[config.mk]
export PLATFORM = sky130hd
export DESIGN_NAME = fetch_pc_gen_flat
export DESIGN_NICKNAME = d
export VERILOG_FILES = /design/src/bp_if.sv /design/src/fetch_pc_gen.sv /design/src/flat_wrapper.sv
export VERILOG_INCLUDE_DIRS = /design/src
export SDC_FILE = /design/constraint.sdc
export NUM_CORES = 1
export LEC_CHECK = 0
export BUFFER_PORTS_ARGS = -buffer_cell sky130_fd_sc_hd__buf_2
export CORE_MARGIN = 2
export CORE_UTILIZATION = 50
export DETAILED_ROUTE_END_ITERATION = 10
export HOLD_SLACK_MARGIN = 0.05
export PLACE_DENSITY = 0.94
export SLEW_MARGIN = 10
export SYNTH_ARGS = -nofsm -noshare
export SYNTH_HDL_FRONTEND = slang
export SYNTH_SLANG_ARGS = --single-unit
[constraint.sdc]
create_clock -name clk_i -period 3.3 [get_ports clk_i]
set_clock_uncertainty 0.15 [all_clocks]
set_input_delay 0.165 -clock clk_i [delete_from_list [all_inputs] [get_ports clk_i]]
set_output_delay 0.165 -clock clk_i [all_outputs]
set_load 0.005 [all_outputs]
[src/bp_macros.svh]
`ifndef BP_MACROS_SVH
`define BP_MACROS_SVH

// Address and data width
`define BP_XLEN 32

// BTB index bits taken from PC[BP_BTB_IDX_W+1:2], 64 entries
`define BP_BTB_IDX_W 6

// Global history length, also the PHT index width
`define BP_GHR_W 4

// Saturating counter width
`define BP_CNT_W 2

// Tag is everything above the BTB index
`define BP_BTB_TAG_W (`BP_XLEN - `BP_BTB_IDX_W - 2)

`endif

[src/bp_if.sv]
`timescale 1ns/10ps
`include "bp_macros.svh"

// Fetch-side lookup, all combinational within the cycle
interface bp_lookup_if;
    logic [`BP_XLEN-1:0]  pc;
    logic                 btb_hit;
    logic                 pred_taken;
    logic [`BP_XLEN-1:0]  target;
    logic [`BP_GHR_W-1:0] ghr;

    modport fetch (
        output pc,
        input  pred_taken,
        input  target
    );

    modport predictor (
        input  pc,
        output btb_hit,
        output pred_taken,
        output target,
        output ghr
    );
endinterface


[src/fetch_pc_gen.sv]
`timescale 1ns/10ps
`include "bp_macros.svh"

module fetch_pc_gen (
    input  logic                clk_i,
    input  logic                rst_ni,
    input  logic                fetch_en_i,
    input  logic                redirect_i,
    input  logic [`BP_XLEN-1:0] redirect_pc_i,
    bp_lookup_if.fetch          lookup
);

    logic [`BP_XLEN-1:0] pc_q;
    logic [`BP_XLEN-1:0] pc_seq;
    logic [`BP_XLEN-1:0] pc_d;

    assign pc_seq = pc_q + `BP_XLEN'd4;

    // Redirect wins over the predicted path
    always_comb begin
        if (redirect_i) begin
            pc_d = redirect_pc_i;
        end else if (lookup.pred_taken) begin
            pc_d = lookup.target;
        end else begin
            pc_d = pc_seq;
        end
    end

    // Stalled fetch holds unless a recovery arrives
    always_ff @(posedge clk_i or negedge rst_ni) begin
        if (!rst_ni) begin
            pc_q <= '0;
        end else if (redirect_i || fetch_en_i) begin
            pc_q <= pc_d;
        end
    end

    assign lookup.pc = pc_q;

    // Targets from the BTB and the resolve path must keep word alignment
    a_pc_aligned: assert property (
        @(posedge clk_i) disable iff (!rst_ni)
        pc_q[1:0] == 2'b00
    );

endmodule

[src/flat_wrapper.sv]
// flat-port wrapper written by rule: the top's interface ports become plain ports
module fetch_pc_gen_flat 
  (clk_i, rst_ni, fetch_en_i, redirect_i, redirect_pc_i, lookup_pc, lookup_pred_taken, lookup_target);
  bp_lookup_if lookup_i ();
  input  logic clk_i;
  input  logic rst_ni;
  input  logic fetch_en_i;
  input  logic redirect_i;
  input  logic [`BP_XLEN-1:0] redirect_pc_i;
  output wire logic [$bits(lookup_i.pc)-1:0] lookup_pc;
  input wire logic [$bits(lookup_i.pred_taken)-1:0] lookup_pred_taken;
  input wire logic [$bits(lookup_i.target)-1:0] lookup_target;
  assign lookup_pc = lookup_i.pc;
  assign lookup_i.pred_taken = lookup_pred_taken;
  assign lookup_i.target = lookup_target;
  fetch_pc_gen u_core (.clk_i(clk_i), .rst_ni(rst_ni), .fetch_en_i(fetch_en_i), .redirect_i(redirect_i), .redirect_pc_i(redirect_pc_i), .lookup(lookup_i));
endmodule
==> results.sh <==
export IMPL_grt_pass1_vias=2584
export IMPL_critPathTopFamily="simple AND/OR/NAND/NOR gates"
export IMPL_stdcell_area_sq_um=3183
export IMPL_cts_root_buffer="clkbuf_8"
export IMPL_cp_num_buf_inv=0
export IMPL_slew_headroom_pct=48.81
export IMPL_start_util_pct=51.57
export IMPL_rows=25
export IMPL_synth_top_area_share_pct=33.09
export IMPL_post_cts_setup_buffers=0
export IMPL_regArea_sq_um=800.8
export IMPL_num_vias=2876
export IMPL_grt_usage_pct=28.66
export IMPL_wl_per_cell_um=16.44
export IMPL_netlist_instances=312
export IMPL_intPower_w=0.0008694
export IMPL_path_common_cell="nand3_1"
export IMPL_arrival_ns=2.54
export IMPL_cts_tree="done"
export IMPL_worstSetupPathType="reg2reg"
export IMPL_slowest_stage="nor2_1"
export IMPL_gp_congestion=0.9234
export IMPL_synthToLayoutAreaGrowth_pct=31.54
export IMPL_path_cells="ha_1 -> nand3_1 -> nor2_1 -> nand3_1 -> o21ai_0 -> o2bb2a_1"
export IMPL_hold_viol=0
export IMPL_peakVddDrop_v=0.0002625
export IMPL_async_flop_share_pct=100.0
export IMPL_power_density_nw_per_um2=399.9
export IMPL_largest_register_ff_count=32
export IMPL_clock_path_buffers=2
export IMPL_layoutNonFillerInstCount=468
export IMPL_route_detailed_drc=0
export IMPL_cp_end_kind="flip-flop"
export IMPL_path_clk_slew_ns=0.07
export IMPL_core_sq_um=4692
export IMPL_synth_compound_area_share_pct=25.13
export IMPL_fin_nets=483
export IMPL_dp_hpwl_mm=5.411
export IMPL_die_w_um=73.57
export IMPL_period_share_pct=76.18
export IMPL_yosys_most_used_dff="dfrtp_1"
export IMPL_seq_area_frac_synth_pct=33.09
export IMPL_pwr_share_comb_pct=25.2
export IMPL_maxCapViolCount=0
export IMPL_dieArea_sq_um=5412
export IMPL_synthAdderAreaFrac_pct=0.5171
export IMPL_cts_max_level=2
export IMPL_n_antenna_cell=0
export IMPL_avgSynthCellArea_sq_um=7.756
export IMPL_numPortBuffers=100
export IMPL_clkLatencyLatePin_ns=0.30
export IMPL_clock_sinks=32
export IMPL_setup_violations=0
export IMPL_synth_most_common_cell="nand2_1"
export IMPL_seqPwrFrac_pct=41.2
export IMPL_grt_overflow=0
export IMPL_slew_violations=0
export IMPL_synth_area_leaders="dfrtp_1 33%, nand2_1 8.2%, mux2i_1 5.8%, o21ai_0 5.8%, a21oi_1 4.8%"
export IMPL_ioPinCount=101
export IMPL_crit_fanout=9
export IMPL_fmax_mhz=397.8
export IMPL_fillers=402
export IMPL_yosys_area_top_type="dfrtp_1"
export IMPL_synth_xor_area_share_pct=0.3619
export IMPL_swShare_pct=31.70
export IMPL_muxShareOfSynthArea_pct=8.583
export IMPL_cp_required_ns=3.32
export IMPL_p_total_w=0.001273
export IMPL_drive_above_1_share_pct=30.19
export IMPL_grt_pass1_wl_mm=11.96
export IMPL_synth_edff_count=0
export IMPL_viasPerCell=6.145
export IMPL_ys_seq_elements=32
export IMPL_p_leak_nw=1.491
export IMPL_yosys_top_cells_count="53 x nand2_1, 32 x dfrtp_1, 28 x o21ai_0, 23 x a21oi_1, 20 x nor2_1"
export IMPL_max_stage_delay_ns=0.56
export IMPL_die_h_um=73.57
export IMPL_tns_ns=0
export IMPL_yosysUniqueCellTypes=50
export IMPL_multi_input_area_sq_um=1501
export IMPL_placed_area_sq_um=2927
export IMPL_cts_buffers=5
export IMPL_drt_pass1_iter_count=5
export IMPL_synth_top_family_by_area="simple AND/OR/NAND/NOR gates"
export IMPL_power_frac_clock_pct=33.6
export IMPL_ys_warn_count=0
export IMPL_switchingPower_w=0.0004036
export IMPL_totalWireLength_mm=7.695
export IMPL_status="finished, final reports clean"
export IMPL_tightest_slew_ns=0.7679
export IMPL_fin_crit_ns=2.514
export IMPL_dp_cells=447
export IMPL_syn_nets=382
export IMPL_synthSimpleGateAreaFrac_pct=27.46
export IMPL_drtAntennaViolNets=0
export IMPL_rsz0062_at_grt="no"
export IMPL_start_kind="flip-flop"
export IMPL_hp_class="in2reg"
export IMPL_syn_cell_area_sq_um=2420
export IMPL_grt_antenna_before_repair=0
export IMPL_drt_iter0_drc=410
export IMPL_grt_max_degree=39
[power groups by stage]
stage	clock [W]	sequential [W]	combinational, W
2_1_floorplan	0	0.000516	0.000168
3_3_place_gp	0	0.000523	0.000298
3_5_place_dp	0	0.000527	0.000307
4_1_cts	0.000429	0.000520	0.000321
5_1_grt	0.000447	0.000532	0.000355
6_report	0.000427	0.000525	0.000321
[through the flow]
stage          hold WS (ns)  utilization (%)  setup WS (ns)
2_1_floorplan       -0.2806                -          1.306
3_3_place_gp         0.1122            62.37          1.072
3_5_place_dp         0.1156            62.37         0.8962
4_1_cts             0.05335            67.84         0.8652
5_1_grt             0.06258            67.84         0.5965
6_report            0.05191            67.84         0.7860
[cells by family (layout without fill, tap and decap cells)]
logic type                 after synthesis  after routing
adders and majority gates                1              1
muxes                                   20             20
xor gates and xnor gates                 1              1
DFF                                     32             32
buffers and inverters                   30            132
and+or+nand+nor                        134            134
AOI/OAI and AO/OA                       94             94
[layout by cell type (no fill, tap or decap), types with 6 or more instances in the layout]
cell type / Yosys / layout
nor2_1: 20 / 20
and3_1: 7 / 7
a21oi_1: 23 / 23
mux2_2: 6 / 6
dlygate4sd3_1: 0 / 13
buf_2: 3 / 100
nor3_1: 9 / 9
nand2_1: 53 / 53
clkbuf_8: 0 / 7
mux2i_1: 14 / 14
nand3_1: 14 / 14
nand4_1: 11 / 11
inv_1: 7 / 7
o21ai_0: 28 / 28
dfrtp_1: 32 / 32
[worst min-delay path: stages]
cell and delay (ns):
buf_2 0.07, a221oi_1 0.06, o21ai_0 0.15
[routing by layer]
| layer | GRT usage, % | routed length, um | vias up | part of all wire (%) |
|---|---|---|---|---|
| li1 | - | - | 1356 | - |
| met1 | 36.62 | 3181 | 1342 | 41 |
| met2 | 47.62 | 3767 | 154 | 49 |
| met3 | 6.584 | 585 | 24 | 7.6 |
| met4 | 9.697 | 161 | 0 | 2.1 |
| met5 | 0 | 0 | - | 0 |
[area by class of cell]
class	count	share of cell area, %
multi-input combinational	250	47.17
sequential	32	25.16
timing repair buffer	117	20.75
clock buffer	7	3.027
tap	54	2.123
clock inverter	1	0.9434
inverter	7	0.8255
[final timing paths]
kind	startpoint	endpoint	slack (ns)	cells after the start
setup / recovery	u_core.lookup.pc[2]	u_core.lookup.pc[22]	0.79	6
hold / removal	lookup_target[9]	u_core.lookup.pc[9]	0.05	3
setup reg to reg	u_core.lookup.pc[2]	u_core.lookup.pc[22]	0.79	6
hold reg to reg	u_core.lookup.pc[22]	u_core.lookup.pc[22]	0.43	1
max in group asynchronous	rst_ni	u_core.lookup.pc[8]	2.19	2
min in group asynchronous	rst_ni	u_core.lookup.pc[31]	0.32	2
[what timing repair did]
action | in CTS | in global routing
setup endpoints to repair | 0 | 0
gates resized for setup | 0 | 0
hold buffers | 13 | 0
hold endpoints to repair | 42 | 0
Note: power is estimated with default switching activity, not from simulation.
