==> config.mk <==
export PLATFORM = sky130hd
export DESIGN_NAME = branch_resolve_flat
export DESIGN_NICKNAME = d
export VERILOG_FILES = /design/src/bp_pkg.sv /design/src/bp_if.sv /design/src/branch_resolve.sv /design/src/flat_wrapper.sv
export VERILOG_INCLUDE_DIRS = /design/src
export SDC_FILE = /design/constraint.sdc
export NUM_CORES = 1
export LEC_CHECK = 0
export ABC_CLOCK_PERIOD_IN_PS = 4100
export BUFFER_PORTS_ARGS = -buffer_cell sky130_fd_sc_hd__buf_4
export CAP_MARGIN = 40
export CELL_PAD_IN_SITES_DETAIL_PLACEMENT = 1
export CELL_PAD_IN_SITES_GLOBAL_PLACEMENT = 1
export CORE_MARGIN = 2
export CORE_UTILIZATION = 21
export DETAILED_ROUTE_END_ITERATION = 10
export GPL_ROUTABILITY_DRIVEN = 0
export PLACE_DENSITY_LB_ADDON = 0.25
export SYNTH_ARGS = -nofsm -noshare
export SYNTH_HDL_FRONTEND = slang
export SYNTH_SLANG_ARGS = --single-unit
==> constraint.sdc <==
create_clock -name vclk -period 4.1
set_input_delay 0.82 -clock vclk [all_inputs]
set_output_delay 0.82 -clock vclk [all_outputs]
set_load 0.02 [all_outputs]
==> src/bp_macros.svh <==
`ifndef BP_MACROS_SVH
`define BP_MACROS_SVH

// Address and data width
`define BP_XLEN 32

// BTB index bits taken from PC[BP_BTB_IDX_W+1:2], 64 entries
`define BP_BTB_IDX_W 6

// Global history length, also the PHT index width
`define BP_GHR_W 4

// Saturating counter width
`define BP_CNT_W 2

// Tag is everything above the BTB index
`define BP_BTB_TAG_W (`BP_XLEN - `BP_BTB_IDX_W - 2)

`endif

==> src/bp_pkg.sv <==
`include "bp_macros.svh"

package bp_pkg;

    // Kind of a resolved control transfer
    typedef enum logic [1:0] {
        BR_NONE = 2'd0,
        BR_COND = 2'd1,
        BR_JAL  = 2'd2,
        BR_JALR = 2'd3
    } br_kind_e;

    // One BTB line
    typedef struct packed {
        logic                      valid;
        logic [`BP_BTB_TAG_W-1:0]  tag;
        logic [`BP_XLEN-1:0]       target;
    } btb_entry_t;

    // Two-bit saturating counter, MSB is the taken prediction
    typedef logic [`BP_CNT_W-1:0] pht_cnt_t;

endpackage

==> src/bp_if.sv <==
`timescale 1ns/10ps
`include "bp_macros.svh"


// Training strobe from the resolve logic, one write per valid cycle
interface bp_update_if;
    logic                 valid;
    logic [`BP_XLEN-1:0]  pc;
    logic [`BP_XLEN-1:0]  target;
    logic                 taken;
    logic                 is_cond;
    logic [`BP_GHR_W-1:0] ghr;

    modport resolver (
        output valid, pc, target, taken, is_cond, ghr
    );

    modport predictor (
        input  valid, pc, target, taken, is_cond, ghr
    );
endinterface

==> src/branch_resolve.sv <==
`timescale 1ns/10ps
`include "bp_macros.svh"

module branch_resolve (
    input  logic                 resolve_valid_i,
    input  logic [`BP_XLEN-1:0]  resolve_pc_i,
    input  bp_pkg::br_kind_e     resolve_kind_i,
    input  logic                 resolve_taken_i,
    input  logic                 resolve_pred_taken_i,
    input  logic [`BP_XLEN-1:0]  resolve_target_i,
    input  logic [`BP_GHR_W-1:0] resolve_ghr_i,
    bp_update_if.resolver        update,
    output logic                 redirect_o,
    output logic [`BP_XLEN-1:0]  redirect_pc_o,
    input  logic                 clk_i,
    input  logic                 rst_ni
);

    logic trainable;
    logic is_jalr;
    logic go_target;

    assign trainable = (resolve_kind_i == bp_pkg::BR_COND) ||
                       (resolve_kind_i == bp_pkg::BR_JAL);
    assign is_jalr   = (resolve_kind_i == bp_pkg::BR_JALR);

    // JALR is never predicted, so it always recovers
    assign redirect_o = resolve_valid_i &&
                        ((trainable && (resolve_pred_taken_i != resolve_taken_i)) || is_jalr);

    // Indirect jumps always go to their target
    assign go_target     = resolve_taken_i || is_jalr;
    assign redirect_pc_o = go_target ? resolve_target_i : resolve_pc_i + `BP_XLEN'd4;

    // Training strobe
    assign update.valid   = resolve_valid_i && trainable;
    assign update.pc      = resolve_pc_i;
    assign update.target  = resolve_target_i;
    assign update.taken   = resolve_taken_i;
    assign update.is_cond = trainable;
    assign update.ghr     = resolve_ghr_i;

    // A flush only comes from a real resolution, with a defined recovery address
    a_redirect_valid: assert property (
        @(posedge clk_i) disable iff (!rst_ni)
        redirect_o |-> resolve_valid_i && !$isunknown(redirect_pc_o)
    );

endmodule

==> src/flat_wrapper.sv <==
// flat-port wrapper written by rule: the top's interface ports become plain ports
module branch_resolve_flat 
  (resolve_valid_i, resolve_pc_i, resolve_kind_i, resolve_taken_i, resolve_pred_taken_i, resolve_target_i, resolve_ghr_i, redirect_o, redirect_pc_o, clk_i, rst_ni, update_valid, update_pc, update_target, update_taken, update_is_cond, update_ghr);
  bp_update_if update_i ();
  input  logic resolve_valid_i;
  input  logic [`BP_XLEN-1:0] resolve_pc_i;
  input  bp_pkg::br_kind_e resolve_kind_i;
  input  logic resolve_taken_i;
  input  logic resolve_pred_taken_i;
  input  logic [`BP_XLEN-1:0] resolve_target_i;
  input  logic [`BP_GHR_W-1:0] resolve_ghr_i;
  output logic redirect_o;
  output logic [`BP_XLEN-1:0] redirect_pc_o;
  input  logic clk_i;
  input  logic rst_ni;
  output wire logic [$bits(update_i.valid)-1:0] update_valid;
  output wire logic [$bits(update_i.pc)-1:0] update_pc;
  output wire logic [$bits(update_i.target)-1:0] update_target;
  output wire logic [$bits(update_i.taken)-1:0] update_taken;
  output wire logic [$bits(update_i.is_cond)-1:0] update_is_cond;
  output wire logic [$bits(update_i.ghr)-1:0] update_ghr;
  assign update_valid = update_i.valid;
  assign update_pc = update_i.pc;
  assign update_target = update_i.target;
  assign update_taken = update_i.taken;
  assign update_is_cond = update_i.is_cond;
  assign update_ghr = update_i.ghr;
  branch_resolve u_core (.resolve_valid_i(resolve_valid_i), .resolve_pc_i(resolve_pc_i), .resolve_kind_i(resolve_kind_i), .resolve_taken_i(resolve_taken_i), .resolve_pred_taken_i(resolve_pred_taken_i), .resolve_target_i(resolve_target_i), .resolve_ghr_i(resolve_ghr_i), .update(update_i), .redirect_o(redirect_o), .redirect_pc_o(redirect_pc_o), .clk_i(clk_i), .rst_ni(rst_ni));
endmodule
==> flow_summary.yaml <==
critical_path:
  cp-start-kind: "primary input"
  ordered_list_of_cells_on_the_worst_path: "buf_4 -> and4_1 -> and4_1 -> nand3_2 -> or3_1 -> a31oi_1 -> buf_4"
  endpoint_kind: "output pin"
  crit_path_top_delay_cell: "sky130_fd_sc_hd__and4_1"
  crit_path_max_incr_delay_ns: 0.48
  timing.critical_path.arrival_ns: 2.48
  cp_max_fo: 11
  critical_path_class: "primary input to output pin"
  required_ns: 3.28
floorplan:
  core_area_um2: 6680
  ioPinCount: 179
  die-height_um: 86.3
  die_wd_um: 86.3
  initial_core_util_pct: 21.3
  design.die.area_um2: 7450
  placement_rows: 30
timing:
  rsz_0062_raised_after_global_routing: "no"
  report.final.setup_viol: 0
  max_freq_mhz: 303
  hold_viol: 0
  setup-tns-final_ns: 0
  final_min_period_over_clock_period_pct: 80.4
  slew_headroom_pct: 59.2
  maxSlewViolCount: 0
  finalWorstPathRequiredPeriod_ns: 3.30
  worst_pin_slew_ns: 0.611
cells_and_area:
  area_delta_synth_final_pct: 61.3
  layout.area.seq_um2: 0
  finalNetCount: 394
  finalNonFillerCells: 395
  layout-drive-gt1-share_pct: 57.8
  sequential_cells: 0
  antennaDiodeCount: 0
  final.clkbuf_count: 0
synth:
  post_synth_num_cell_types: 27
  synth_top_area_share_pct: 36.9
  synth_seq_area_share_pct: 0
  ys_top_cells_by_area: "sky130_fd_sc_hd__buf_4 (37%), sky130_fd_sc_hd__xor2_1 (14%), sky130_fd_sc_hd__a21oi_1 (9.8%)"
  post_synth_instance_area_um2: 1420
  post-synth-top-area-cell: "sky130_fd_sc_hd__buf_4"
  synth.yosys.warnings: 0
  post_synth.cell_area_avg_um2: 6.47
  synthesis.nets: 297
  syn-instance-count: 220
global_routing:
  grt_util_all_layers_pct: 12.0
  grt_antenna_before_repair: 0
  grt_start_max_net_pins: 24
  grt_first_pass_wirelength_um: 7570
  grt_remaining_overflow: 0
  first_global_vias: 1624
pwr:
  power.switching_w: 0.000173
  total_power_w: 0.000324
  fraction_of_power_consumed_by_sequential_logic_pct: 0
  vdd.ir_drop.worst_mv: 0.0569
  sw_frac_of_total_pct: 53.3
  power.density_nw_per_um2: 141
  p_comb_share_pct: 100.0
  p_int_w: 0.000151
  clockPowerShare_pct: 0
  cellLeakagePower_nw: 1.12
route:
  overall_routed_net_length_um: 5150
  postRouteAntennaNets: 0
  drt_pre_antenna_iters: 4
  drc: 0
  detail_route.iter0.violations: 36
  drt-vias-per-instance: 4.45
  drt-wirelength-per-cell_um: 13.0
  via_count: 1758
worst_hold_path:
  timing.hold.worst.start: "resolve_ghr_i[1]"
  min_path_cells: 0
  destination_of_the_worst_hold_path: "update_ghr[1]"
  holdCritPathClass: "primary input to output pin"
outcome:
  result_of_the_run: "finished clean"
place:
  dp_hpwl_um: 4430
  dp.cells: 395
  io_buffer_count: 169
clock_tree:
  count_of_hold_fix_buffers_inserted_at_cts: 0
  postCtsSetupBuffers: 0
  post_cts_resized: 0
job:
  max-cap-violations: 0
## cell usage in the layout, fill, tap and decap left out, types with 3 or more instances in the layout
cell and n:
sky130_fd_sc_hd__buf_4 171, sky130_fd_sc_hd__nor2_1 32, sky130_fd_sc_hd__a21oi_1 28, sky130_fd_sc_hd__xor2_1 22, sky130_fd_sc_hd__nand4_1 11, sky130_fd_sc_hd__nand3_1 10
sky130_fd_sc_hd__xnor2_1 6, sky130_fd_sc_hd__nand2_1 5, sky130_fd_sc_hd__and4_1 3, sky130_fd_sc_hd__and3_1 3, sky130_fd_sc_hd__mux2_2 3
## critical path, delay by kind of cell
family,cells,cell delay (ns)
simple gates,4,1.21
compound gates,1,0.17
buf+inv,2,0.27
## final cells by class
class | count | area, um2
fill | 842 | 4380
tap | 80 | 100
timing repair buffer | 173 | 1320
inverter | 2 | 7.51
multi-input combinational | 140 | 866
## cell families after synthesis
kind of cell,share of synthesized area [%]
compound gates,11.5
simple gates,27.4
xor+xnor,17.2
mux,2.37
buf+inv,39.7
fa+ha+maj,1.76
## power groups by stage
stage               Combinational (W)  Sequential, W  Clock, W
detailed placement           0.000328              0         0
finish                       0.000324              0         0
global route                 0.000346              0         0
floorplan                    0.000194              0         0
global placement             0.000325              0         0
CTS                          0.000329              0         0
## routing by layer
layer,track usage [%],wire length [um],share of wire [%],up-vias
li1,-,-,-,870
met1,14.4,1980,38,803
met2,23.6,2680,52,83
met3,1.81,460,8.9,2
met4,0.426,19,0.37,0
met5,0,0,0,-
## through the flow
step                      worst slack (ns)  hold WS [ns]  util [%]  area (um2)
after floorplan                       1.14          1.75         -        1420
after global placement               0.800          1.64      34.4        2300
after CTS                            0.758          1.64      34.4        2300
after detailed placement             0.767          1.64      34.4        2300
after global routing                 0.654          1.64      34.4        2300
final                                0.805          1.64      34.4        2300
## how the worst max path moves through the flow
stage / cells past startpoint / startpoint / slack (ns) / end
after floorplan: 6 / resolve_pc_i[11] / 1.14 / redirect_pc_o[29]
after global placement: 7 / resolve_pc_i[11] / 0.80 / redirect_pc_o[29]
after detailed placement: 7 / resolve_pc_i[4] / 0.77 / redirect_pc_o[29]
after CTS: 7 / resolve_pc_i[11] / 0.76 / redirect_pc_o[29]
after global routing: 7 / resolve_pc_i[10] / 0.65 / redirect_pc_o[29]
final: 7 / resolve_pc_i[11] / 0.80 / redirect_pc_o[29]
## synthesized netlist by cell type, drive strengths merged
cell type and n:
clkbuf 6, or3 1, nor3 2, nor2b 1, and2 1, nor4 1, nand3 11, xor2 22
o21ai 2, o31ai 1, mux2 3, ha 2, nor2 33, buf 72, and4 3, nand2 5
a21oi 28, and3 5, a31oi 1, xnor2 6, nand4 12, inv 2
No activity file was read; power rests on OpenSTA's default activity.
